[config.mk]
export PLATFORM = sky130hd
export DESIGN_NAME = pong_top
export DESIGN_NICKNAME = d
export VERILOG_FILES = /design/src/hw/pong_draw_pkg.sv /design/src/hw/pong_geom_pkg.sv /design/src/hw/game_control.sv /design/src/hw/paddle_tracker.sv /design/src/hw/pong_top.sv /design/src/hw/puck_motion.sv /design/src/hw/span_drawer.sv
export SDC_FILE = /design/constraint.sdc
export NUM_CORES = 1
export LEC_CHECK = 0
export BUFFER_PORTS_ARGS = -buffer_cell sky130_fd_sc_hd__clkbuf_2
export CAP_MARGIN = 30
export CELL_PAD_IN_SITES_DETAIL_PLACEMENT = 1
export CELL_PAD_IN_SITES_GLOBAL_PLACEMENT = 1
export CORE_MARGIN = 2
export CORE_UTILIZATION = 53
export CTS_BUF_LIST = sky130_fd_sc_hd__clkbuf_4 sky130_fd_sc_hd__clkbuf_8 sky130_fd_sc_hd__clkbuf_16
export DETAILED_ROUTE_END_ITERATION = 8
export GPL_TIMING_DRIVEN = 1
export PLACE_DENSITY = 0.95
export SETUP_SLACK_MARGIN = 0.02
export SLEW_MARGIN = 20
export SYNTH_ARGS = -nofsm -noshare
export SYNTH_HDL_FRONTEND = slang
export SYNTH_HIERARCHICAL = 1
export SYNTH_SLANG_ARGS = --single-unit
[constraint.sdc]
create_clock -name CLOCK_50 -period 9 [get_ports CLOCK_50]
set_input_delay 0.9 -clock CLOCK_50 [delete_from_list [all_inputs] [get_ports CLOCK_50]]
set_output_delay 0.9 -clock CLOCK_50 [all_outputs]
set_load 0.005 [all_outputs]
[src/hw/pong_draw_pkg.sv]
package pong_draw_pkg;

        // 3 bit colour, red in the msb, blue in the lsb
        typedef logic [2:0] colour_t;

        localparam colour_t BG_COLOUR     = 3'b000;
        localparam colour_t BORDER_COLOUR = 3'b110;
        localparam colour_t PADDLE_COLOUR = 3'b111;
        localparam colour_t PUCK_COLOUR   = 3'b101;

        // ============================================================
        // drawing phases of the game sequencer
        // ============================================================

        typedef enum logic [3:0] {
                PH_CLEAR,
                PH_TOP,
                PH_RIGHT,
                PH_LEFT,
                PH_DELAY,
                PH_ERASE_PADDLE,
                PH_PADDLE_STEP,
                PH_DRAW_PADDLE,
                PH_ERASE_PUCK,
                PH_PUCK_STEP,
                PH_CHECK,
                PH_DRAW_PUCK,
                PH_RESTART
        } phase_t;

endpackage

[src/hw/pong_geom_pkg.sv]
package pong_geom_pkg;

        // ============================================================
        // coordinate types for the 160 x 120 frame buffer
        // ============================================================

        // 0..159 needs 8 bits
        typedef logic [7:0] coord_x_t;
        // 0..119 needs 7 bits
        typedef logic [6:0] coord_y_t;
        // longest run is a full screen row of 160 pixels
        typedef logic [7:0] span_len_t;

        localparam int SCREEN_WIDTH  = 160;
        localparam int SCREEN_HEIGHT = 120;

        // playfield walls
        localparam int LEFT_LINE  = 5;
        localparam int RIGHT_LINE = 154;
        localparam int TOP_LINE   = 5;

        // paddle sits on one fixed row near the bottom
        localparam int PADDLE_ROW     = 115;
        localparam int PADDLE_WIDTH   = 10;
        localparam int PADDLE_X_START = 75;
        localparam int PADDLE_STEP    = 2;

        // puck start position, roughly mid screen
        localparam int FACEOFF_X = 80;
        localparam int FACEOFF_Y = 60;

endpackage

[src/hw/game_control.sv]
`timescale 1ns/1ps

module game_control #(
        parameter int FRAME_DELAY = 6_250_000
) (
        input  logic                     CLOCK_50,
        input  logic                     KEY,
        input  logic                     span_done,
        input  logic                     miss,
        input  pong_geom_pkg::coord_x_t  paddle_x,
        input  pong_geom_pkg::coord_x_t  puck_x,
        input  pong_geom_pkg::coord_y_t  puck_y,
        output logic                     span_start,
        output pong_geom_pkg::coord_x_t  span_x,
        output pong_geom_pkg::coord_y_t  span_y,
        output pong_geom_pkg::span_len_t span_len,
        output logic                     span_vertical,
        output pong_draw_pkg::colour_t   span_colour,
        output logic                     paddle_step,
        output logic                     puck_step,
        output logic                     restart
);
        import pong_geom_pkg::*;
        import pong_draw_pkg::*;

        localparam int DELAY_W = $clog2(FRAME_DELAY + 1);

        phase_t             phase;
        // a span of the current phase is in flight
        logic               span_issued;
        logic               span_phase;
        coord_y_t           clear_row;
        logic [DELAY_W-1:0] delay_cnt;

        // strobes last exactly the one cycle spent in their phase
        assign paddle_step = (phase == PH_PADDLE_STEP);
        assign puck_step   = (phase == PH_PUCK_STEP);
        assign restart     = (phase == PH_RESTART);

        // ============================================================
        // span fields, decoded from the phase
        // ============================================================
        // they hold steady while a phase waits for span_done
        always_comb begin
                span_phase    = 1'b1;
                span_x        = coord_x_t'(LEFT_LINE);
                span_y        = coord_y_t'(TOP_LINE);
                span_len      = span_len_t'(SCREEN_HEIGHT - TOP_LINE);
                span_vertical = 1'b1;
                span_colour   = BORDER_COLOUR;
                case (phase)
                        PH_CLEAR: begin
                                span_x        = '0;
                                span_y        = clear_row;
                                span_len      = span_len_t'(SCREEN_WIDTH);
                                span_vertical = 1'b0;
                                span_colour   = BG_COLOUR;
                        end
                        PH_TOP: begin
                                span_len      = span_len_t'(RIGHT_LINE - LEFT_LINE + 1);
                                span_vertical = 1'b0;
                        end
                        PH_RIGHT: span_x = coord_x_t'(RIGHT_LINE);
                        // left border uses the defaults
                        PH_LEFT: span_x = coord_x_t'(LEFT_LINE);
                        PH_ERASE_PADDLE, PH_DRAW_PADDLE: begin
                                span_x        = paddle_x;
                                span_y        = coord_y_t'(PADDLE_ROW);
                                span_len      = span_len_t'(PADDLE_WIDTH);
                                span_vertical = 1'b0;
                                span_colour   = (phase == PH_DRAW_PADDLE) ? PADDLE_COLOUR
                                                                          : BG_COLOUR;
                        end
                        // puck is a one pixel span
                        PH_ERASE_PUCK, PH_DRAW_PUCK: begin
                                span_x        = puck_x;
                                span_y        = puck_y;
                                span_len      = span_len_t'(1);
                                span_vertical = 1'b0;
                                span_colour   = (phase == PH_DRAW_PUCK) ? PUCK_COLOUR
                                                                        : BG_COLOUR;
                        end
                        default: span_phase = 1'b0;
                endcase
        end

        // ============================================================
        // phase sequencer
        // ============================================================
        always_ff @(posedge CLOCK_50 or negedge KEY) begin
                if (!KEY) begin
                        phase       <= PH_CLEAR;
                        span_start  <= 1'b0;
                        span_issued <= 1'b0;
                        clear_row   <= '0;
                        delay_cnt   <= '0;
                end else begin
                        // one span_start per span phase visit
                        span_start <= span_phase && !span_issued;
                        if (span_phase && !span_issued) begin
                                span_issued <= 1'b1;
                        end
                        if (span_done) begin
                                span_issued <= 1'b0;
                        end
                        case (phase)
                                // one full width row per span
                                PH_CLEAR: begin
                                        if (span_done) begin
                                                if (clear_row == coord_y_t'(SCREEN_HEIGHT - 1)) begin
                                                        clear_row <= '0;
                                                        phase     <= PH_TOP;
                                                end else begin
                                                        clear_row <= clear_row + 1'b1;
                                                end
                                        end
                                end
                                PH_TOP: if (span_done) phase <= PH_RIGHT;
                                PH_RIGHT: if (span_done) phase <= PH_LEFT;
                                PH_LEFT: if (span_done) phase <= PH_DELAY;
                                // no pixel writes for FRAME_DELAY cycles
                                PH_DELAY: begin
                                        if (delay_cnt == DELAY_W'(FRAME_DELAY - 1)) begin
                                                delay_cnt <= '0;
                                                phase     <= PH_ERASE_PADDLE;
                                        end else begin
                                                delay_cnt <= delay_cnt + 1'b1;
                                        end
                                end
                                PH_ERASE_PADDLE: if (span_done) phase <= PH_PADDLE_STEP;
                                PH_PADDLE_STEP: phase <= PH_DRAW_PADDLE;
                                PH_DRAW_PADDLE: if (span_done) phase <= PH_ERASE_PUCK;
                                PH_ERASE_PUCK: if (span_done) phase <= PH_PUCK_STEP;
                                PH_PUCK_STEP: phase <= PH_CHECK;
                                // miss is valid the cycle after the puck step
                                PH_CHECK: phase <= miss ? PH_RESTART : PH_DRAW_PUCK;
                                PH_DRAW_PUCK: if (span_done) phase <= PH_DELAY;
                                PH_RESTART: phase <= PH_CLEAR;
                                default: phase <= PH_CLEAR;
                        endcase
                end
        end

endmodule

[src/hw/paddle_tracker.sv]
`timescale 1ns/1ps

module paddle_tracker (
        input  logic                    CLOCK_50,
        input  logic                    KEY,
        input  logic                    restart,
        input  logic                    paddle_step,
        input  logic                    btn_right,
        input  logic                    btn_left,
        output pong_geom_pkg::coord_x_t paddle_x
);
        import pong_geom_pkg::*;

        // paddle stays clear of both walls
        localparam int X_MIN = LEFT_LINE + 1;
        localparam int X_MAX = RIGHT_LINE - PADDLE_WIDTH;

        int next_x;

        // right button wins when both are held
        always_comb begin
                next_x = int'(paddle_x);
                if (btn_right) begin
                        next_x = next_x + PADDLE_STEP;
                end else if (btn_left) begin
                        next_x = next_x - PADDLE_STEP;
                end
                if (next_x > X_MAX) next_x = X_MAX;
                if (next_x < X_MIN) next_x = X_MIN;
        end

        always_ff @(posedge CLOCK_50 or negedge KEY) begin
                if (!KEY) begin
                        paddle_x <= coord_x_t'(PADDLE_X_START);
                end else if (restart) begin
                        paddle_x <= coord_x_t'(PADDLE_X_START);
                end else if (paddle_step) begin
                        paddle_x <= coord_x_t'(next_x);
                end
        end

endmodule

[src/hw/pong_top.sv]
`timescale 1ns/1ps

module pong_top #(
        parameter int FRAME_DELAY   = 6_250_000,
        parameter int PIXEL_CREDITS = 4
) (
        input  logic                    CLOCK_50,
        input  logic                    KEY,
        input  logic                    btn_right,
        input  logic                    btn_left,
        input  logic                    pix_credit,
        output logic                    pix_valid,
        output pong_geom_pkg::coord_x_t pix_x,
        output pong_geom_pkg::coord_y_t pix_y,
        output pong_draw_pkg::colour_t  pix_colour
);
        import pong_geom_pkg::*;
        import pong_draw_pkg::*;

        // span command from the sequencer to the pixel walker
        logic      span_start;
        logic      span_done;
        coord_x_t  span_x;
        coord_y_t  span_y;
        span_len_t span_len;
        logic      span_vertical;
        colour_t   span_colour;

        // step strobes and game objects
        logic      paddle_step;
        logic      puck_step;
        logic      restart;
        logic      miss;
        coord_x_t  paddle_x;
        coord_x_t  puck_x;
        coord_y_t  puck_y;

        game_control #(.FRAME_DELAY(FRAME_DELAY)) u_game_control (.*);

        span_drawer #(.PIXEL_CREDITS(PIXEL_CREDITS)) u_span_drawer (.*);

        paddle_tracker u_paddle_tracker (.*);

        puck_motion u_puck_motion (.*);

endmodule

[src/hw/puck_motion.sv]
`timescale 1ns/1ps

module puck_motion (
        input  logic                    CLOCK_50,
        input  logic                    KEY,
        input  logic                    restart,
        input  logic                    puck_step,
        input  pong_geom_pkg::coord_x_t paddle_x,
        output pong_geom_pkg::coord_x_t puck_x,
        output pong_geom_pkg::coord_y_t puck_y,
        output logic                    miss
);
        import pong_geom_pkg::*;

        // velocity is +1 or -1 per axis, kept as a sign bit
        logic     x_neg;
        logic     y_neg;
        coord_x_t next_x;
        coord_y_t next_y;
        logic     on_paddle;

        assign next_x = x_neg ? puck_x - 1'b1 : puck_x + 1'b1;
        assign next_y = y_neg ? puck_y - 1'b1 : puck_y + 1'b1;

        // paddle covers paddle_x .. paddle_x+PADDLE_WIDTH-1
        assign on_paddle = (next_x >= paddle_x) &&
                           (int'(next_x) <= int'(paddle_x) + PADDLE_WIDTH - 1);

        always_ff @(posedge CLOCK_50 or negedge KEY) begin
                if (!KEY) begin
                        puck_x <= coord_x_t'(FACEOFF_X);
                        puck_y <= coord_y_t'(FACEOFF_Y);
                        x_neg  <= 1'b0;
                        y_neg  <= 1'b1;
                        miss   <= 1'b0;
                end else if (restart) begin
                        puck_x <= coord_x_t'(FACEOFF_X);
                        puck_y <= coord_y_t'(FACEOFF_Y);
                        x_neg  <= 1'b0;
                        y_neg  <= 1'b1;
                        miss   <= 1'b0;
                end else begin
                        miss <= 1'b0;
                        if (puck_step) begin
                                puck_x <= next_x;
                                puck_y <= next_y;
                                // side walls
                                if (next_x == coord_x_t'(LEFT_LINE + 1) ||
                                    next_x == coord_x_t'(RIGHT_LINE - 1)) begin
                                        x_neg <= !x_neg;
                                end
                                // top wall
                                if (next_y == coord_y_t'(TOP_LINE + 1)) begin
                                        y_neg <= !y_neg;
                                end
                                // paddle row, bounce or lose
                                if (next_y == coord_y_t'(PADDLE_ROW - 1)) begin
                                        if (on_paddle) begin
                                                y_neg <= !y_neg;
                                        end else begin
                                                miss <= 1'b1;
                                        end
                                end
                        end
                end
        end

endmodule

[src/hw/span_drawer.sv]
`timescale 1ns/1ps

module span_drawer #(
        parameter int PIXEL_CREDITS = 4
) (
        input  logic                     CLOCK_50,
        input  logic                     KEY,
        input  logic                     span_start,
        input  pong_geom_pkg::coord_x_t  span_x,
        input  pong_geom_pkg::coord_y_t  span_y,
        input  pong_geom_pkg::span_len_t span_len,
        input  logic                     span_vertical,
        input  pong_draw_pkg::colour_t   span_colour,
        input  logic                     pix_credit,
        output logic                     span_done,
        output logic                     pix_valid,
        output pong_geom_pkg::coord_x_t  pix_x,
        output pong_geom_pkg::coord_y_t  pix_y,
        output pong_draw_pkg::colour_t   pix_colour
);
        import pong_geom_pkg::*;

        logic       busy;
        logic       vertical;
        span_len_t  remaining;
        // up to 15 credits
        logic [3:0] credits;

        // a write goes out only while a credit is held
        assign pix_valid = busy && (credits != 4'd0);

        // spend one per write, get one back per returned credit
        always_ff @(posedge CLOCK_50 or negedge KEY) begin
                if (!KEY) begin
                        credits <= 4'(PIXEL_CREDITS);
                end else begin
                        credits <= credits - {3'b000, pix_valid} + {3'b000, pix_credit};
                end
        end

        // span control, done pulses after the last write
        always_ff @(posedge CLOCK_50 or negedge KEY) begin
                if (!KEY) begin
                        busy      <= 1'b0;
                        span_done <= 1'b0;
                end else begin
                        span_done <= 1'b0;
                        if (span_start) begin
                                busy <= 1'b1;
                        end else if (pix_valid && remaining == span_len_t'(1)) begin
                                busy      <= 1'b0;
                                span_done <= 1'b1;
                        end
                end
        end

        // ============================================================
        // pixel walker
        // ============================================================
        // coordinate holds while credits are out
        always_ff @(posedge CLOCK_50) begin
                if (span_start) begin
                        pix_x      <= span_x;
                        pix_y      <= span_y;
                        pix_colour <= span_colour;
                        remaining  <= span_len;
                        vertical   <= span_vertical;
                end else if (pix_valid) begin
                        remaining <= remaining - 1'b1;
                        if (vertical) begin
                                pix_y <= pix_y + 1'b1;
                        end else begin
                                pix_x <= pix_x + 1'b1;
                        end
                end
        end

endmodule

# --- Word-level counts from Yosys, hierarchy flattened ---
# Cells that the tools add are included.
word_totals:
  regBits: 95
  in_bits: 5
  output_inout_bits: 19
  wordCells: 153
classes:
  addsub: 15
  n_lt_le_gt_ge: 4
  eq_ne: 29
  muxes: 59
  reduce_logical: 27
op_table:
  columns: ["operator", "n"]
  rows:
  - ["32-bit 2-to-1 mux", 3]
  - ["8-bit 2-to-1 mux", 11]
  - ["8-bit case mux with 4 select lines", 2]
  - ["7-bit 2-to-1 mux", 7]
  - ["4-bit case mux with 11 select lines", 1]
  - ["4-bit 2-to-1 mux", 9]
  - ["32-bit by 9-bit > comparator with 1-bit output (second input constant)", 1]
  - ["9-bit by 32-bit <= comparator with 1-bit output", 1]
  - ["32-bit by 4-bit < comparator with 1-bit output (second input constant)", 1]
  - ["32-bit by 2-bit subtractor with 32-bit output (second input constant)", 1]
  - ["23-bit by 1-bit adder with 23-bit output (second input constant)", 1]
  - ["23-bit == test (second input constant)", 1]
  - ["23-bit 2-to-1 mux", 1]
  - ["7-bit by 1-bit adder with 7-bit output (second input constant)", 3]
  - ["7-bit case mux with 3 select lines", 1]
  - ["4-bit == test (second input constant)", 5]
  - ["1-bit 2-to-1 mux", 20]
  - ["2-bit by 1-bit != test with 1-bit output (second input constant)", 9]
  - ["8-bit by 1-bit adder with 8-bit output (second input constant)", 2]
  - ["4-bit by 3-bit == test with 1-bit output (second input constant)", 4]
  - ["8-bit by 1-bit subtractor with 8-bit output (second input constant)", 2]
  - ["7-bit == test (second input constant)", 2]
  - ["2-bit nonzero test", 7]
  - ["8-bit by 2-bit adder with 9-bit output (second input constant)", 1]
  - ["25 further kinds", 38]

# --- Longest topological paths before layout ---
# Gate-level depths: netlist of run 1.
logic_depth:
  depth_word: 9
  ltp_mapped: 13
  mapped_depth_nobuf: 13

# --- Cells and area by module ---
# Netlist of run 1, hierarchy kept.
modules_own_cells:
  columns: ["mod", "n_inst", "cells_per_inst", "area_per_inst_um2", "seq_area_each_um2"]
  rows:
  - ["game_control", 1, 282, 2326.0, 900.9]
  - ["puck_motion", 1, 220, 2016.9, 459.2]
  - ["span_drawer", 1, 168, 1781.7, 962.2]
  - ["paddle_tracker", 1, 103, 837.1, 205.2]

# --- Worst setup path before layout of run 1 ---
# No wires, ideal clock.
synth_path:
  path_type: "register to register"
  startpoint: "reg u_puck_motion.puck_x[0]"
  endpoint: "reg u_puck_motion.y_neg"
  setup_ns: 0.080
  t_arrival_ns: 3.091
  t_required_ns: 8.920
  setup_slack_ns: 5.829
  stages_incl_launch_ff: 14
  n_path_buf: 0
  synth_period_minus_slack_ns: 3.171
  cell_sequence: "dfrtp_1 fa_1 a21o_1 a21oi_1 xnor2_1 ha_1 a21oi_1 nand2_1 a221o_1 maj3_2 a21oi_2 o22a_2 mux2i_1 nand2b_1"
synth_via:
  elab_chain_len: 8
  word_cells_on_any_way: 10
  cone_classes: "add/sub: 2; order compare: 2; mux: 5; reduce/logical: 1"
synth_rtl:
  columns: ["item", "line_no", "source"]
  rows:
  - ["from (decl)", "puck_motion.sv:9", "output pong_geom_pkg::coord_x_t puck_x,"]
  - ["from (signal assigned)", "puck_motion.sv:31", "puck_x <= coord_x_t'(FACEOFF_X);"]
  - ["from (signal assigned)", "puck_motion.sv:37", "puck_x <= coord_x_t'(FACEOFF_X);"]
  - ["from (signal assigned)", "puck_motion.sv:45", "puck_x <= next_x;"]
  - ["8-bit by 1-bit adder with 8-bit output or 8-bit by 1-bit subtractor with 8-bit output (tied branches)", "puck_motion.sv:22", "assign next_x = x_neg ? puck_x - 1'b1 : puck_x + 1'b1;"]
  - ["8-bit 2-to-1 mux (*)", "puck_motion.sv:22", null]
  - ["9-bit by 32-bit <= comparator with 1-bit output or 8-bit greater-or-equal comparator (tied branches)", "puck_motion.sv:27, puck_motion.sv:26", null]
  - ["1-bit logical AND (*)", "puck_motion.sv:26", "assign on_paddle = (next_x >= paddle_x) &&"]
  - ["1-bit 2-to-1 mux (*)", "puck_motion.sv:58", "if (on_paddle) begin"]
  - ["1-bit 2-to-1 mux (*)", "puck_motion.sv:57", "if (next_y == coord_y_t'(PADDLE_ROW - 1)) begin"]
  - ["1-bit 2-to-1 mux (*)", "puck_motion.sv:44", "if (puck_step) begin"]
  - ["1-bit 2-to-1 mux (*)", "puck_motion.sv:36", "end else if (restart) begin"]
  - ["to (signal assigned)", "puck_motion.sv:54", "y_neg <= !y_neg;"]
  - ["to (signal assigned)", "puck_motion.sv:59", "y_neg <= !y_neg;"]
  - ["to (decl)", "puck_motion.sv:17", "logic y_neg;"]
# Every way passes the cells marked *; elsewhere a longest branch is shown, timed or not. The select of a mux whose other input is x is not followed.
# A chain may end at the register's enable or synchronous reset.

# --- Worst setup path in the final report of run 1 ---
layout_path:
  startpoint: "reg u_puck_motion.x_neg"
  endpoint: "reg u_puck_motion.y_neg"
layout_via:
  elab_chain_len: 7
  word_cells_on_any_way: 8
  cone_classes: "order compare: 2; mux: 5; reduce/logical: 1"
layout_rtl:
  columns: ["item", "line_no", "source"]
  rows:
  - ["from (decl)", "puck_motion.sv:16", "logic x_neg;"]
  - ["from (signal assigned)", "puck_motion.sv:50", "x_neg <= !x_neg;"]
  - ["8-bit 2-to-1 mux (*)", "puck_motion.sv:22", null]
  - ["9-bit by 32-bit <= comparator with 1-bit output or 8-bit greater-or-equal comparator (tied branches)", "puck_motion.sv:27, puck_motion.sv:26", null]
  - ["1-bit logical AND (*)", "puck_motion.sv:26", null]
  - ["1-bit 2-to-1 mux (*)", "puck_motion.sv:58", null]
  - ["1-bit 2-to-1 mux (*)", "puck_motion.sv:57", null]
  - ["1-bit 2-to-1 mux (*)", "puck_motion.sv:44", null]
  - ["1-bit 2-to-1 mux (*)", "puck_motion.sv:36", null]
# Marks and branches as above.

==> results, run 1 <==
- The first global-routing pass estimated 34.5 mm of wire.
- After synthesis the cells add up to roughly 0.0070 mm².
- The max-slew violation total from the final report is 0.
- Using the TritonRoute via totals, the vias-per-cell ratio works out to about 6.6.
- The clock tree from TritonCTS is yes.
- The accumulated negative setup slack is 0 ps.
- Entering global routing, the biggest net connects 69 pins.
- Counting every instance in the synthesized netlist gives 773.
- The TritonCTS sink count is 95.
- The post-detailed-route count of antenna-violating nets is 0.
- Clock tree synthesis inserted a total of 9 buffers.
- The most used flip-flop cell after synthesis is sky130_fd_sc_hd__dfrtp_1.
- The average wire per standard cell is 21.8 µm.
- At the end of the flow the core is filled with cells to 58.7%.
- The detailed placer's ending HPWL is between 10 and 15 mm.
- After global routing the overflow that remains totals 0.
- The number of antenna violations at the first check in global routing was 0.
- The fmax is approximately 270 MHz.
- The insertion delay of the later-clocked pin in the worst-skew pair is 360 ps.
- The share of the cycle needed by the critical path after routing is 40.5%.
- Tracing the worst setup path back leads to its startpoint at u_puck_motion/x_neg.
- The data arrival time of the worst path is approximately 3900 ps.
- The floorplan die area is 0.0141 mm².
- The most common cell in the synthesized netlist is sky130_fd_sc_hd__nand2_1.
- Once the floorplan was initialized, standard cells occupied between 50% and 60% of the core.
- The element type at the critical path start is a flop.
- After clock tree synthesis, the clock-pin slew on the worst setup and hold paths is around 70 ps.
- The root buffer selected by CTS is sky130_fd_sc_hd__clkbuf_16.
- Post-CTS timing repair inserted 0 buffers for setup.
- For this run, the register share of the synthesized area comes to between 30% and 40%.
- The post-route cell area is around 0.0075 mm².
- The overall routed net length is 20.8 mm.
- The startpoint identified for the worst hold timing path is u_game_control/span_issued.
- The run finished with clean final reports.
- The slowest stage of the critical path is the sky130_fd_sc_hd__dfrtp_1 cell.
- In this run the critical register-to-register path is launched from u_puck_motion/x_neg.
- The power density normalized to cell area is ~160 mW/mm².
- In this run the cell area measured after placement is 0.00713 mm².
- The relative slew slack is 37.7%.
- The minimum hold slack is between 400 and 500 ps.
- Averaged over all synthesized cells, the footprint is between 9 and 10 µm².
- During synthesis, Yosys emitted a total of 6 warnings.
- The reported max-cap violation count is 0.
- The critical path goes through ha_1 -> a21oi_1 -> nor2_1 -> a211o_2 -> xor2_1 -> ha_1 -> and4_1 -> a221o_1 -> maj3_2 -> a21oi_2 -> o22a_2 -> mux2i_1 -> nand2b_1.
- The core region is 0.0127 mm².
- The total chip power is 0.00120 W.
- The number of buffers inserted by port buffering is 23.
- The synthesized design contains 95 register bits.
- In the post-synthesis netlist, the biggest area contributors are sky130_fd_sc_hd__dfrtp_1 20%, sky130_fd_sc_hd__edfxtp_1 12%, sky130_fd_sc_hd__ha_1 7.5%.
- The floorplan has 41 rows.
- Yosys mapped the design onto 89 distinct sky130hd cell types.
- Gates resized during post-CTS repair numbered 0.
- The transition time of the tightest slew-check pin is 927 ps.
- The library cell appearing most often on the critical path is sky130_fd_sc_hd__ha_1.
- The number of enable flip-flop cells after synthesis is 27.
- The first routing iteration left 606 violations.
- The proportion of synthesized flip-flops having asynchronous set or reset is 71.6%.
- In the global route stage, overall resource usage came out at 30.3%.
- The worst setup path is captured at a flop.
- The static leakage is 3.34 nW.
- In this run the biggest area consumer among cell types represents between 20% and 30% of the synthesized area.
- The largest single stage delay on the critical path is approximately 600 ps.
- Setup violations remaining at the end of the flow were counted as 0.
- sky130_fd_sc_hd__dfrtp_1 takes more of the synthesized area than any other cell.
- The worst-case clock skew is 8.17 ps.
- Data on the critical path is required at its endpoint by 9280 ps.
- The number of top-level design ports is 24.
- The first-pass iteration count of the detailed router is 5.
- The worst path in the final design needs a cycle of between 3000 and 4000 ps, including I/O delays and setup.
- The worst min-delay path class is flop to flop.
- The kind of critical path is flop to flop.
- The congestion estimate from routability-driven global placement came to roughly 0.86.
- The via count of the first global-routing pass is 6,628.
- Of all nets on the critical path, the largest fanout is 10.
- The number of nets at the end of the flow is 829.
- The total number of H-tree levels is 3.
- Setup repair after global routing left no endpoint under its margin.
- VDD sags by at most 0.114 mV.
- After clock tree synthesis, the flow added hold-fix buffers numbering 0.
- The commonest cells after synthesis are 86 x sky130_fd_sc_hd__nand2_1, 57 x sky130_fd_sc_hd__o21ai_0, 56 x sky130_fd_sc_hd__dfrtp_1.
- In this run the deepest clock path goes through 2 buffers.
- For this block, the via count after detailed routing is 6,273.
- Measured along the y axis, the die boundary spans 119 µm.
- The die is 119 µm wide.
- The count of inserted antenna diode cells is 0.
- The number of hold violations in the final report is 0.
- The post-synthesis to final-layout area growth is 7.19%.
- Synthesis produced a netlist with a net count of 823.
- Of the cells placed in the final design, the portion with a size suffix greater than 1 is 11.5%.
- The total DRC errors in the routed layout is 0.
[per-layer routing]
layer | wire length [µm] | global-route usage [%] | vias up | share of wire (%)
li1 | - | - | 2823 | -
met3 | 959 | 4.10 | 59 | 4.6
met1 | 8610 | 36.8 | 3138 | 41
met5 | 0 | 0 | - | 0
met4 | 654 | 13.2 | 0 | 3.1
met2 | 10600 | 53.3 | 253 | 51
[through the flow]
| stage | cells | setup slack, ps |
|---|---|---|
| 2_1_floorplan | 773 | 5830 |
| 5_1_grt | 956 | 5240 |
| 3_3_place_gp | 939 | 5670 |
| 3_5_place_dp | 939 | 5460 |
| 4_1_cts | 955 | 5430 |
| 6_report | 956 | 5350 |
[cells in the final DEF (no fill, tap or decap), types with 4 or more instances in the layout]
master                      synthesis  layout
sky130_fd_sc_hd__nand2_1           86      86
sky130_fd_sc_hd__o21ai_0           57      57
sky130_fd_sc_hd__dfrtp_1           56      56
sky130_fd_sc_hd__inv_1             47      47
sky130_fd_sc_hd__nor2_1            47      47
sky130_fd_sc_hd__a21oi_1           45      45
sky130_fd_sc_hd__ha_1              42      42
sky130_fd_sc_hd__nand3_1           38      38
sky130_fd_sc_hd__xnor2_1           31      31
sky130_fd_sc_hd__edfxtp_1          27      27
sky130_fd_sc_hd__clkbuf_2           0      22
sky130_fd_sc_hd__nor3_1            19      17
sky130_fd_sc_hd__xor2_1            17      17
sky130_fd_sc_hd__or4_1             12      12
sky130_fd_sc_hd__mux2i_1           12      12
sky130_fd_sc_hd__dfstp_2           12      12
sky130_fd_sc_hd__or3_1             11      11
sky130_fd_sc_hd__nand4_1           11      11
sky130_fd_sc_hd__a21o_1            11      11
sky130_fd_sc_hd__clkbuf_16          1       9
sky130_fd_sc_hd__nor2b_1            9       9
sky130_fd_sc_hd__o31ai_1            8       8
sky130_fd_sc_hd__a211o_1            8       8
sky130_fd_sc_hd__a22oi_1            6       6
sky130_fd_sc_hd__nand2b_1           6       6
sky130_fd_sc_hd__a31oi_1            5       5
sky130_fd_sc_hd__and2_1             5       5
sky130_fd_sc_hd__nor4_1             5       5
sky130_fd_sc_hd__and4_1             5       5
sky130_fd_sc_hd__a211oi_1           5       5
sky130_fd_sc_hd__buf_4              3       4
sky130_fd_sc_hd__or2_2              4       4
sky130_fd_sc_hd__o22ai_1            4       4
sky130_fd_sc_hd__nor4b_1            4       4
sky130_fd_sc_hd__nand3b_1           4       4
sky130_fd_sc_hd__nor3b_1            4       4
sky130_fd_sc_hd__and3_1             4       4
sky130_fd_sc_hd__o21a_1             4       4
sky130_fd_sc_hd__o21bai_1           4       4
[sequential cells by signal, summed over array words and instances (netlist names)]
| register | count |
|---|---|
| u_span_drawer/pix_y | 7 |
| u_span_drawer/busy | 1 |
| u_puck_motion/puck_x | 8 |
| u_game_control/phase | 4 |
| u_puck_motion/y_neg | 1 |
| u_span_drawer/remaining | 8 |
| u_game_control/span_issued | 1 |
| u_puck_motion/miss | 1 |
| u_span_drawer/pix_x | 8 |
| u_span_drawer/span_done | 1 |
| u_game_control/clear_row | 7 |
| u_game_control/span_start | 1 |
| u_span_drawer/pix_colour | 3 |
| u_span_drawer/credits | 4 |
| u_paddle_tracker/paddle_x | 8 |
| u_span_drawer/vertical | 1 |
| u_puck_motion/puck_y | 7 |
| u_game_control/delay_cnt | 23 |
| u_puck_motion/x_neg | 1 |
[layout make-up]
class / count / area, µm²
Clock inverter: 5 / 62.6
Inverter: 49 / 184
Clock buffer: 11 / 246
Tap cell: 172 / 215
Multi-Input combinational cell: 596 / 4050
Fill cell: 1467 / 5260
Sequential cell: 95 / 2530
Timing Repair Buffer: 28 / 173
[worst paths after layout]
| kind | endpoint | slack (ps) | cells after the start |
|---|---|---|---|
| max reg2reg | u_puck_motion/y_neg | 5350 | 13 |
| max | u_puck_motion/y_neg | 5350 | 13 |
| min in group asynchronous | u_game_control/delay_cnt[21] | 510 | 2 |
| max in group asynchronous | u_puck_motion/puck_y[3] | 7870 | 3 |
| min reg2reg | u_game_control/span_start | 460 | 1 |
| min | u_game_control/span_start | 460 | 1 |
[power by group]
part	total [W]	switching, W	internal (W)
logic	0.000227	0.000130	0.0000973
registers	0.000558	0.0000450	0.000513
clock network	0.000411	0.000181	0.000230
total	0.00120	0.000356	0.000840
[kinds of logic after synthesis]
group	Yosys count	share of synthesized area, %
and+or+nand+nor	291	22.4
xor gates and xnor gates	49	6.38
muxes	15	2.21
buffers and inverters	82	5.61
adders and majority gates	46	8.57
DFF	95	36.3
AOI/OAI and AO/OA	195	18.5
[worst max-delay path, delay by kind of cell, from the launching register on]
kind	cells	cell delay (ps)
and+or+nand+nor	3	420
muxes	1	220
DFF	1	600
AOI/OAI and AO/OA	5	1190
adders and majority gates	3	980
xor gates and xnor gates	1	170
(Power assumes the default switching activity.)
==> run 2, diff against run 1 <==
- CORE_UTILIZATION: 53 -> 49
- PLACE_DENSITY: 0.95 -> 0.9
- clock period: 9 -> 3.65 ns (I/O delays scaled with it)
==> run 2 against run 1 <==
- clock-buffer cell count increased by 2
- non-clock buffer count increased by 13
- fmax increased by 3.5%
- sequential cell count unchanged
- cell area increased by 1.3%
- final cell count increased by 2.2%
- die area increased by 7.9%
- clock power increased by 140%
- sequential share of layout area decreased by 0.42 points
- global-route usage decreased by 3.1 points
- register-to-register slack got worse by 5200 ps
- sequential power increased by 150%
- critical path type unchanged
- critical endpoint unchanged
- largest cell class unchanged
- highest routed layer unchanged
==> results, run 2 (synthesized netlist as in run 1, its figures left out) <==
- The worst hold path begins at pix_credit.
- For this block, the initial DRC count from the detailed router was 429.
- The average wire per standard cell is just over 20 µm.
- Clock-pin slew was measured on the worst setup and hold paths at 70 ps.
- The worst min-delay path class is input pin to flop.
- The H-tree was split into 3 levels.
- Cell internal power was estimated by the tool at 0.00206 W.
- The time the final worst path needs with I/O delays and setup is 3520 ps.
- The worst-case vdd ir drop is roughly 0.22 mV.
- The signal on the critical path passes through ha_1 -> a21oi_1 -> nor2_1 -> a211o_2 -> xor2_1 -> ha_1 -> and4_1 -> a221o_1 -> maj3_2 -> a21oi_2 -> o22a_2 -> mux2i_1 -> nand2b_1.
- The first global-routing pass estimated ~33 mm of wire.
- The minimum setup slack among reg-to-reg paths is 130 ps.
- Among all stages on the critical path, the largest delay is contributed by sky130_fd_sc_hd__dfrtp_2.
- The detailed placer's ending HPWL is between 10 and 15 mm.
- The share of total power dissipated in sequential elements is between 40% and 50%.
- Across the run, the number of max-cap violations was 0.
- The startpoint identified for the worst register-to-register timing path is u_puck_motion/x_neg.
- The vias per cell is 6.38.
- In this run, CTS created clock tree buffers numbering 9.
- The post-synthesis to final-layout area growth is 8.59%.
- The critical path data required time is 3920 ps.
- The via count of the first global-routing pass is 6,511.
- Summed over all cells, the static leakage comes to 3.40 nW.
- The total track usage is 27.2%.
- Setup violations remaining at the end of the flow were counted as 0.
- The transition time of the tightest slew-check pin is 882 ps.
- In the final design database the tool counted around 840 nets.
- The last weighted congestion value of the routability-driven placer is 0.916.
- The clock network is responsible for roughly 33% of the overall power.
- Leaving out fill and tap cells, the most frequent cells in the layout are 86 x sky130_fd_sc_hd__nand2_1, 57 x sky130_fd_sc_hd__o21ai_0, 55 x sky130_fd_sc_hd__dfrtp_1, 47 x sky130_fd_sc_hd__inv_1, 47 x sky130_fd_sc_hd__nor2_1.
- The flow ran to the end, and the final reports show no timing, DRC or antenna violations.
- The chip height is 123 µm.
- The critical path starts at u_puck_motion/x_neg.
- The relative slew slack is 40.8%.
- After the flow finishes, the layout carries non-filler instances totaling 977.
- The share of the cycle needed by the critical path after routing is 96.5%.
- Data on the critical path arrives at its endpoint at 3790 ps.
- The clock tree from TritonCTS is yes.
- In this design, the critical path's most frequently occurring cell is sky130_fd_sc_hd__ha_1.
- The number of hold violations in the final report is 0.
- The number of antenna violations at the first check in global routing was 0.
- The area inside the core boundary is 0.0139 mm².
- The count of inserted antenna diode cells is 0.
- The root buffer selected by CTS is sky130_fd_sc_hd__clkbuf_16.
- The worst flop-to-flop path endpoint is u_puck_motion/y_neg.
- The minimum hold slack is 253 ps.
- The routed layout has 6,229 vias.
- Ranked by flip-flop count, first place goes to u_game_control/delay_cnt.
- The kind of critical path is flop to flop.
- In this run, placement finished with an instance count of 959.
- The overall routed net length is about 20 mm.
- The fmax is 284 MHz.
- The clock arrives with 8.93 ps of skew.
- The pin count of the biggest net entering global routing is 43.
- For this design the total switching power over the nets is 0.000872 W.
- The post-route netlist has 12.8% of its cells at a drive strength greater than 1.
- The flip-flop count of the largest register, all copies and words added is 23.
- The element type at the critical path start is a flop.
- The total chip power is about 0.0029 W.
- In the routed design, unresolved DRC markers number 0.
- Setup repair after global routing left no endpoint under its margin.
- Combinational cells account for 19.8% of the total power.
- The total number of placement rows is 43.
- The worst setup path endpoint is u_puck_motion/y_neg.
- The max-slew violation total from the final report is 0.
- The power density normalized to cell area is between 300 and 400 mW/mm².
- In this run the worst path has a maximum fanout of 10.
- For the final routed database, the setup TNS stands at 0 ps.
- For this run, the slowest stage of the critical path takes 490 ps.
- Pin placement for this block handled 24 I/O pins.
- The worst-case reg-to-reg path depth is 13.
- The maximum number of buffers from clock root to sink is 2.
- The first-pass iteration count of the detailed router is 5.
- The global-route congestion overflow total is 0.
- In this run the remaining antenna-violating nets after routing total 0.
- The number of buffers inserted by port buffering is 23.
- The number of setup buffers added after CTS is 0.
- The capturing element type of the critical path is a flop.
- For the worst-skew pair, the clock arrives at the later sink with an insertion delay of approximately 340 ps.
- For this design, the sink count on the clock tree is 95.
- The post-layout utilization of the core is 54.5%.
- The initial utilization of the core area, before any placement, comes to 50.2%.
- Net switching is 29.7% of the power.
- Leaving out fill and tap cells, the most frequent cell in the layout is sky130_fd_sc_hd__nand2_1.
- The floorplan step defined a die boundary enclosing 0.0152 mm².
- From left edge to right edge, the die measures ~120 µm.
-- run 2: how the worst min path moves through the flow --
stage	to	slack, ps	cells after the start
6_report	u_span_drawer/credits[0]	250	2
5_1_grt	u_span_drawer/credits[0]	270	2
4_1_cts	u_game_control/delay_cnt[8]	200	1
3_5_place_dp	u_game_control/span_start	430	1
3_3_place_gp	u_game_control/span_start	410	1
2_1_floorplan	u_game_control/clear_row[0]	70	0
-- run 2: area by class of cell --
class	count	area, µm²
clock buffers	13	285
clock inverters	3	22.5
fillers	1604	6320
inverters	49	184
multi-input cells	596	4050
flip-flops and latches	95	2530
well taps	180	225
repair buffers	41	265
-- run 2: power by group through the flow --
stage / combinational, W / clock [W] / sequential (W)
3_5_place_dp: 0.000561 / 0 / 0.00140
6_report: 0.000582 / 0.000975 / 0.00138
4_1_cts: 0.000571 / 0.000984 / 0.00138
2_1_floorplan: 0.000374 / 0 / 0.00136
3_3_place_gp: 0.000479 / 0 / 0.00138
5_1_grt: 0.000644 / 0.00103 / 0.00140
-- run 2: through the flow --
step / worst slack, ps / area [µm²]
floorplan: 479 / 6960
global placement: 328 / 7220
detailed placement: 194 / 7220
CTS: 155 / 7530
global route: 71.2 / 7560
finish: 127 / 7560
-- run 2: timing repair --
| item | CTS | global route |
|---|---|---|
| hold buffers | 0 | 1 |
| endpoints found under the setup margin | 0 | 2 |
| resized for setup | 0 | 1 |
| endpoints found under the hold margin | 0 | 16 |
-- run 2: layer usage --
layer / GRT usage, % / wire (µm) / vias to the layer above
met5: 0 / 0 / -
met1: 34.3 / 8530 / 3196
met4: 7.39 / 317 / 0
met2: 48.8 / 10400 / 157
met3: 3.60 / 715 / 29
li1: - / - / 2847
-- run 2: worst max-delay path: cells and delay by family (launching register included) --
kind	cells	cell delay [ps]
simple gates	3	400
fa+ha+maj	3	960
mux	1	200
xor+xnor	1	160
flops	1	490
compound gates	5	1230
==> run 3, diff against run 2 <==
--- a/config.mk
+++ b/config.mk
@@ -7,2 +7,3 @@
 export LEC_CHECK = 0
+export ABC_AREA = 1
 export BUFFER_PORTS_ARGS = -buffer_cell sky130_fd_sc_hd__clkbuf_2
@@ -12,3 +13,3 @@
 export CORE_MARGIN = 2
-export CORE_UTILIZATION = 49
+export CORE_UTILIZATION = 47
 export CTS_BUF_LIST = sky130_fd_sc_hd__clkbuf_4 sky130_fd_sc_hd__clkbuf_8 sky130_fd_sc_hd__clkbuf_16
==> constraint.sdc (replaced) <==
create_clock -name CLOCK_50 -period 3.65 [get_ports CLOCK_50]
set_input_delay 0.1825 -clock CLOCK_50 [delete_from_list [all_inputs] [get_ports CLOCK_50]]
set_output_delay 0.1825 -clock CLOCK_50 [all_outputs]
set_load 0.005 [all_outputs]
==> run 3 against run 2 <==
- clock-buffer cell count shrank 2
- die area up 5.3%
- first-iteration DRC count is 23% lower
- area after synthesis increased by 1.2%
- clock power shrank 7.5%
- worst hold slack worse by 190 ps
- combinational power grew 14%
- final cell count rose by 20%
- synthesized cell count up 23%
- routed wire length down 3.2%
- highest routed layer unchanged
==> results, run 3 <==
- The flow ran to the end, and the final reports show no timing, DRC or antenna violations.
- Ranked by flip-flop count, first place goes to u_game_control/delay_cnt.
- By area the synthesized netlist is led by sky130_fd_sc_hd__dfrtp_1 20%, sky130_fd_sc_hd__nand2_1 13%, sky130_fd_sc_hd__edfxtp_1 12%.
- The fmax is 350 MHz.
- In this run the post-CTS setup repair buffer count came out at 0.
- The total area inside the core boundary comes to 0.0146 mm².
- The share of the cycle needed by the critical path after routing is between 70 and 80%.
- The cell with the largest stage delay on the worst path is sky130_fd_sc_hd__dfrtp_1.
- After the last flow step, the layout net total stands at 1,031.
- Once detailed placement completed, the half-perimeter wirelength came to 14.3 mm.
- The average instance in the mapped netlist occupies 7.39 µm².
- The fraction of post-synthesis cell area in the top cell type by area is 19.9%.
- The mapped netlist covers about 0.0070 mm².
- The floorplan die area is 0.0160 mm².
- IR analysis of the VDD net gives a maximum drop of 0.259 mV.
- The register with the most flip-flops in the layout has 23 of them.
- The footprint of the multi-input gates is 0.00388 mm².
- The sequential cells in the finished layout cover a total of between 0.002 and 0.003 mm².
- In this run, post-CTS repair resized a total of 0 instances.
- The pin count of the biggest net entering global routing is 37.
- The most frequent standard cell in the layout excluding fill and tap cells is sky130_fd_sc_hd__nand2_1.
- The most frequent cell after synthesis is sky130_fd_sc_hd__nand2_1.
- The count of inserted antenna diode cells is 0.
- The number of nets handed over by synthesis was about 1,000.
- The clock net in this run drives a total of 95 sinks.
- The total chip power is 0.00295 W.
- In the layout the commonest cells are 249 x sky130_fd_sc_hd__nand2_1, 124 x sky130_fd_sc_hd__inv_1, 98 x sky130_fd_sc_hd__nor2_1, 86 x sky130_fd_sc_hd__nand3_1, 56 x sky130_fd_sc_hd__dfrtp_1.
- The post-synthesis to final-layout area growth is 8.08%.
- Summed over all cells, the static leakage comes to roughly 3.9 nW.
- The most area-hungry cell type in the Yosys netlist is sky130_fd_sc_hd__dfrtp_1.
- The maximum fanout count along the critical path is 9.
- The worst min-delay path class is input pin to flop.
- Global routing used 25.2% of the available tracks across all layers.
- The root buffer cell chosen for the clock tree is sky130_fd_sc_hd__clkbuf_16.
- The number of hold violations in the final report is 0.
- The cell that appears most often on the critical path is sky130_fd_sc_hd__nand2_1.
- The vias per cell is between 5 and 6.
- After clock tree synthesis, the clock-pin slew on the worst setup and hold paths is 70 ps.
- The H-tree was split into 3 levels.
- The worst setup path is of the flop to flop kind.
- The largest single stage delay on the critical path is between 500 and 600 ps.
- The overall routed net length is 19.3 mm.
- At the pin with the least slew margin, the transition time is a little over 800 ps.
- In this run, distinct cell masters in the synthesized netlist total 47.
- After clock tree synthesis, the flow added hold-fix buffers numbering 1.
- For the worst setup path, the data required time is 3930 ps.
- Once detail routing completed, the nets flagged for antenna violations numbered 0.
- After the first detailed-routing iteration, the DRC count stood at 332.
- Counting every instance in the synthesized netlist gives around 950.
- The number of antenna violations at the first check in global routing is 0.
- The average wire per standard cell is 16.5 µm.
- In the final layout, the share of cells above drive strength 1 is 12.7%.
- The placed instances occupy a cell area of 0.00733 mm².
- The number of buffers and inverters on the critical path is 0.
- The post-route cell area is ~0.0076 mm².
- The relative slew slack is 45.5%.
- The clock tree from TritonCTS is yes.
- The first global-routing pass estimated 33.2 mm of wire.
- Setup violations remaining at the end of the flow were counted as 0.
- The total CTS buffers is 9.
- Yosys mapped a number of flops with a built-in enable equal to 27.
- The element type at the critical path start is a flop.
- The data arrival time of the worst path is 3140 ps.
- Traced cell by cell, the critical path runs through ha_1 -> a21oi_2 -> nand2_2 -> nand2_2 -> nand2_2 -> a21oi_2 -> xnor2_1 -> ha_1 -> a21oi_1 -> o21ai_0 -> a21oi_1 -> o21ai_1 -> nand2_1 -> nand3_1 -> nand2_1 -> nand2_1 -> nand2_1 -> nand3_1.
- At the end of routability-driven placement, the weighted congestion stood at between 0.8 and 0.9.
- The total DRC errors in the routed layout is 0.
- The minimum hold slack is 60.3 ps.
- The initial utilization of the core area, before any placement, comes to 48.3%.
- The global-route congestion overflow total is 0.
- The filler cell count is 1,873.
- The chip height is between 100 and 150 µm.
- The most used flip-flop cell after synthesis is sky130_fd_sc_hd__dfrtp_1.
- The time the final worst path needs with I/O delays and setup is 2860 ps.
- The total number of placement rows is 44.
- For this run, asynchronously set or reset flops after synthesis account for 71.6%.
- By count the netlist is led by 249 x sky130_fd_sc_hd__nand2_1, 124 x sky130_fd_sc_hd__inv_1, 98 x sky130_fd_sc_hd__nor2_1.
- The number of buffers inserted by port buffering is 23.
- The horizontal extent of the die is 126 µm.
- The via count of the first global-routing pass is just under 7,000.
- The portion of the post-synthesis area used by sequential elements is 35.9%.
- The routed layout has 6,465 vias.
- The first detailed-routing pass ran for 4 iterations.
- The longest clock path from root to sink contains 2 buffers.
- The cell family with the largest share of critical-path delay is compound AO/OA/AOI/OAI gates.
- After routing, the total negative slack on setup checks comes to 0 ps.
- The synthesized design contains 95 register bits.
- The worst-case clock skew is 7.99 ps.
- Yosys printed 6 warnings.
- The capturing element type of the critical path is a flop.
- Across the run, the number of max-cap violations was 0.
- The max-slew violation total from the final report is 0.
- The minimum setup slack among reg-to-reg paths is 790 ps.
- Setup repair after global routing left no endpoint under its margin.
- Cells fill 52.2% of the core in the end.
- Dividing total power by cell area gives a power density of between 300 and 400 mW/mm².
- The clock reaches the later pin of the worst-skew pair after 350 ps.
- Pin placement for this block handled 24 I/O pins.
run 3: metrics by stage:
stage | worst slack [ps] | instances
global route | 466 | 1170
detailed placement | 814 | 1153
floorplan | 1120 | 954
global placement | 910 | 1153
CTS | 799 | 1170
finish | 791 | 1170
run 3: cells by family (layout without fill, tap and decap cells):
family,Yosys count,after routing,synth area share [%]
compound gates,109,109,8.86
xor+xnor,37,37,4.71
fa+ha+maj,45,45,8.31
buf+inv,154,186,9.02
flops,95,95,35.9
simple gates,514,514,33.2
run 3: path summary, 6_finish.rpt:
path,end,startpoint,cells after the start
setup / recovery,u_puck_motion/y_neg,u_puck_motion/x_neg,18
hold / removal,u_span_drawer/credits[0],pix_credit,2
setup reg to reg,u_puck_motion/y_neg,u_puck_motion/x_neg,18
hold reg to reg,u_span_drawer/busy,u_span_drawer/busy,2
max in group asynchronous,u_puck_motion/puck_x[4],KEY,3
min in group asynchronous,u_game_control/clear_row[5],KEY,2
run 3: power by group:
group	leakage (nW)	total (W)	switching, W	internal, W
logic	2.69	0.000663	0.000417	0.000246
registers	1.13	0.00139	0.000108	0.00128
clock network	0.129	0.000902	0.000425	0.000477
total	3.94	0.00295	0.000950	0.00200
run 3: layout make-up:
type / count / share of cell area [%]
Timing Repair Buffer: 30 / 2.23
Clock inverter: 5 / 0.444
Multi-Input combinational cell: 705 / 51.0
Sequential cell: 95 / 33.2
Clock buffer: 11 / 3.15
Tap cell: 184 / 3.02
Inverter: 140 / 6.97
run 3: per-layer routing:
layer,global-route usage (%),share of wire [%]
met3,2.78,2.3
met4,9.18,2.6
met1,31.7,44
met2,44.7,51
met5,0,0
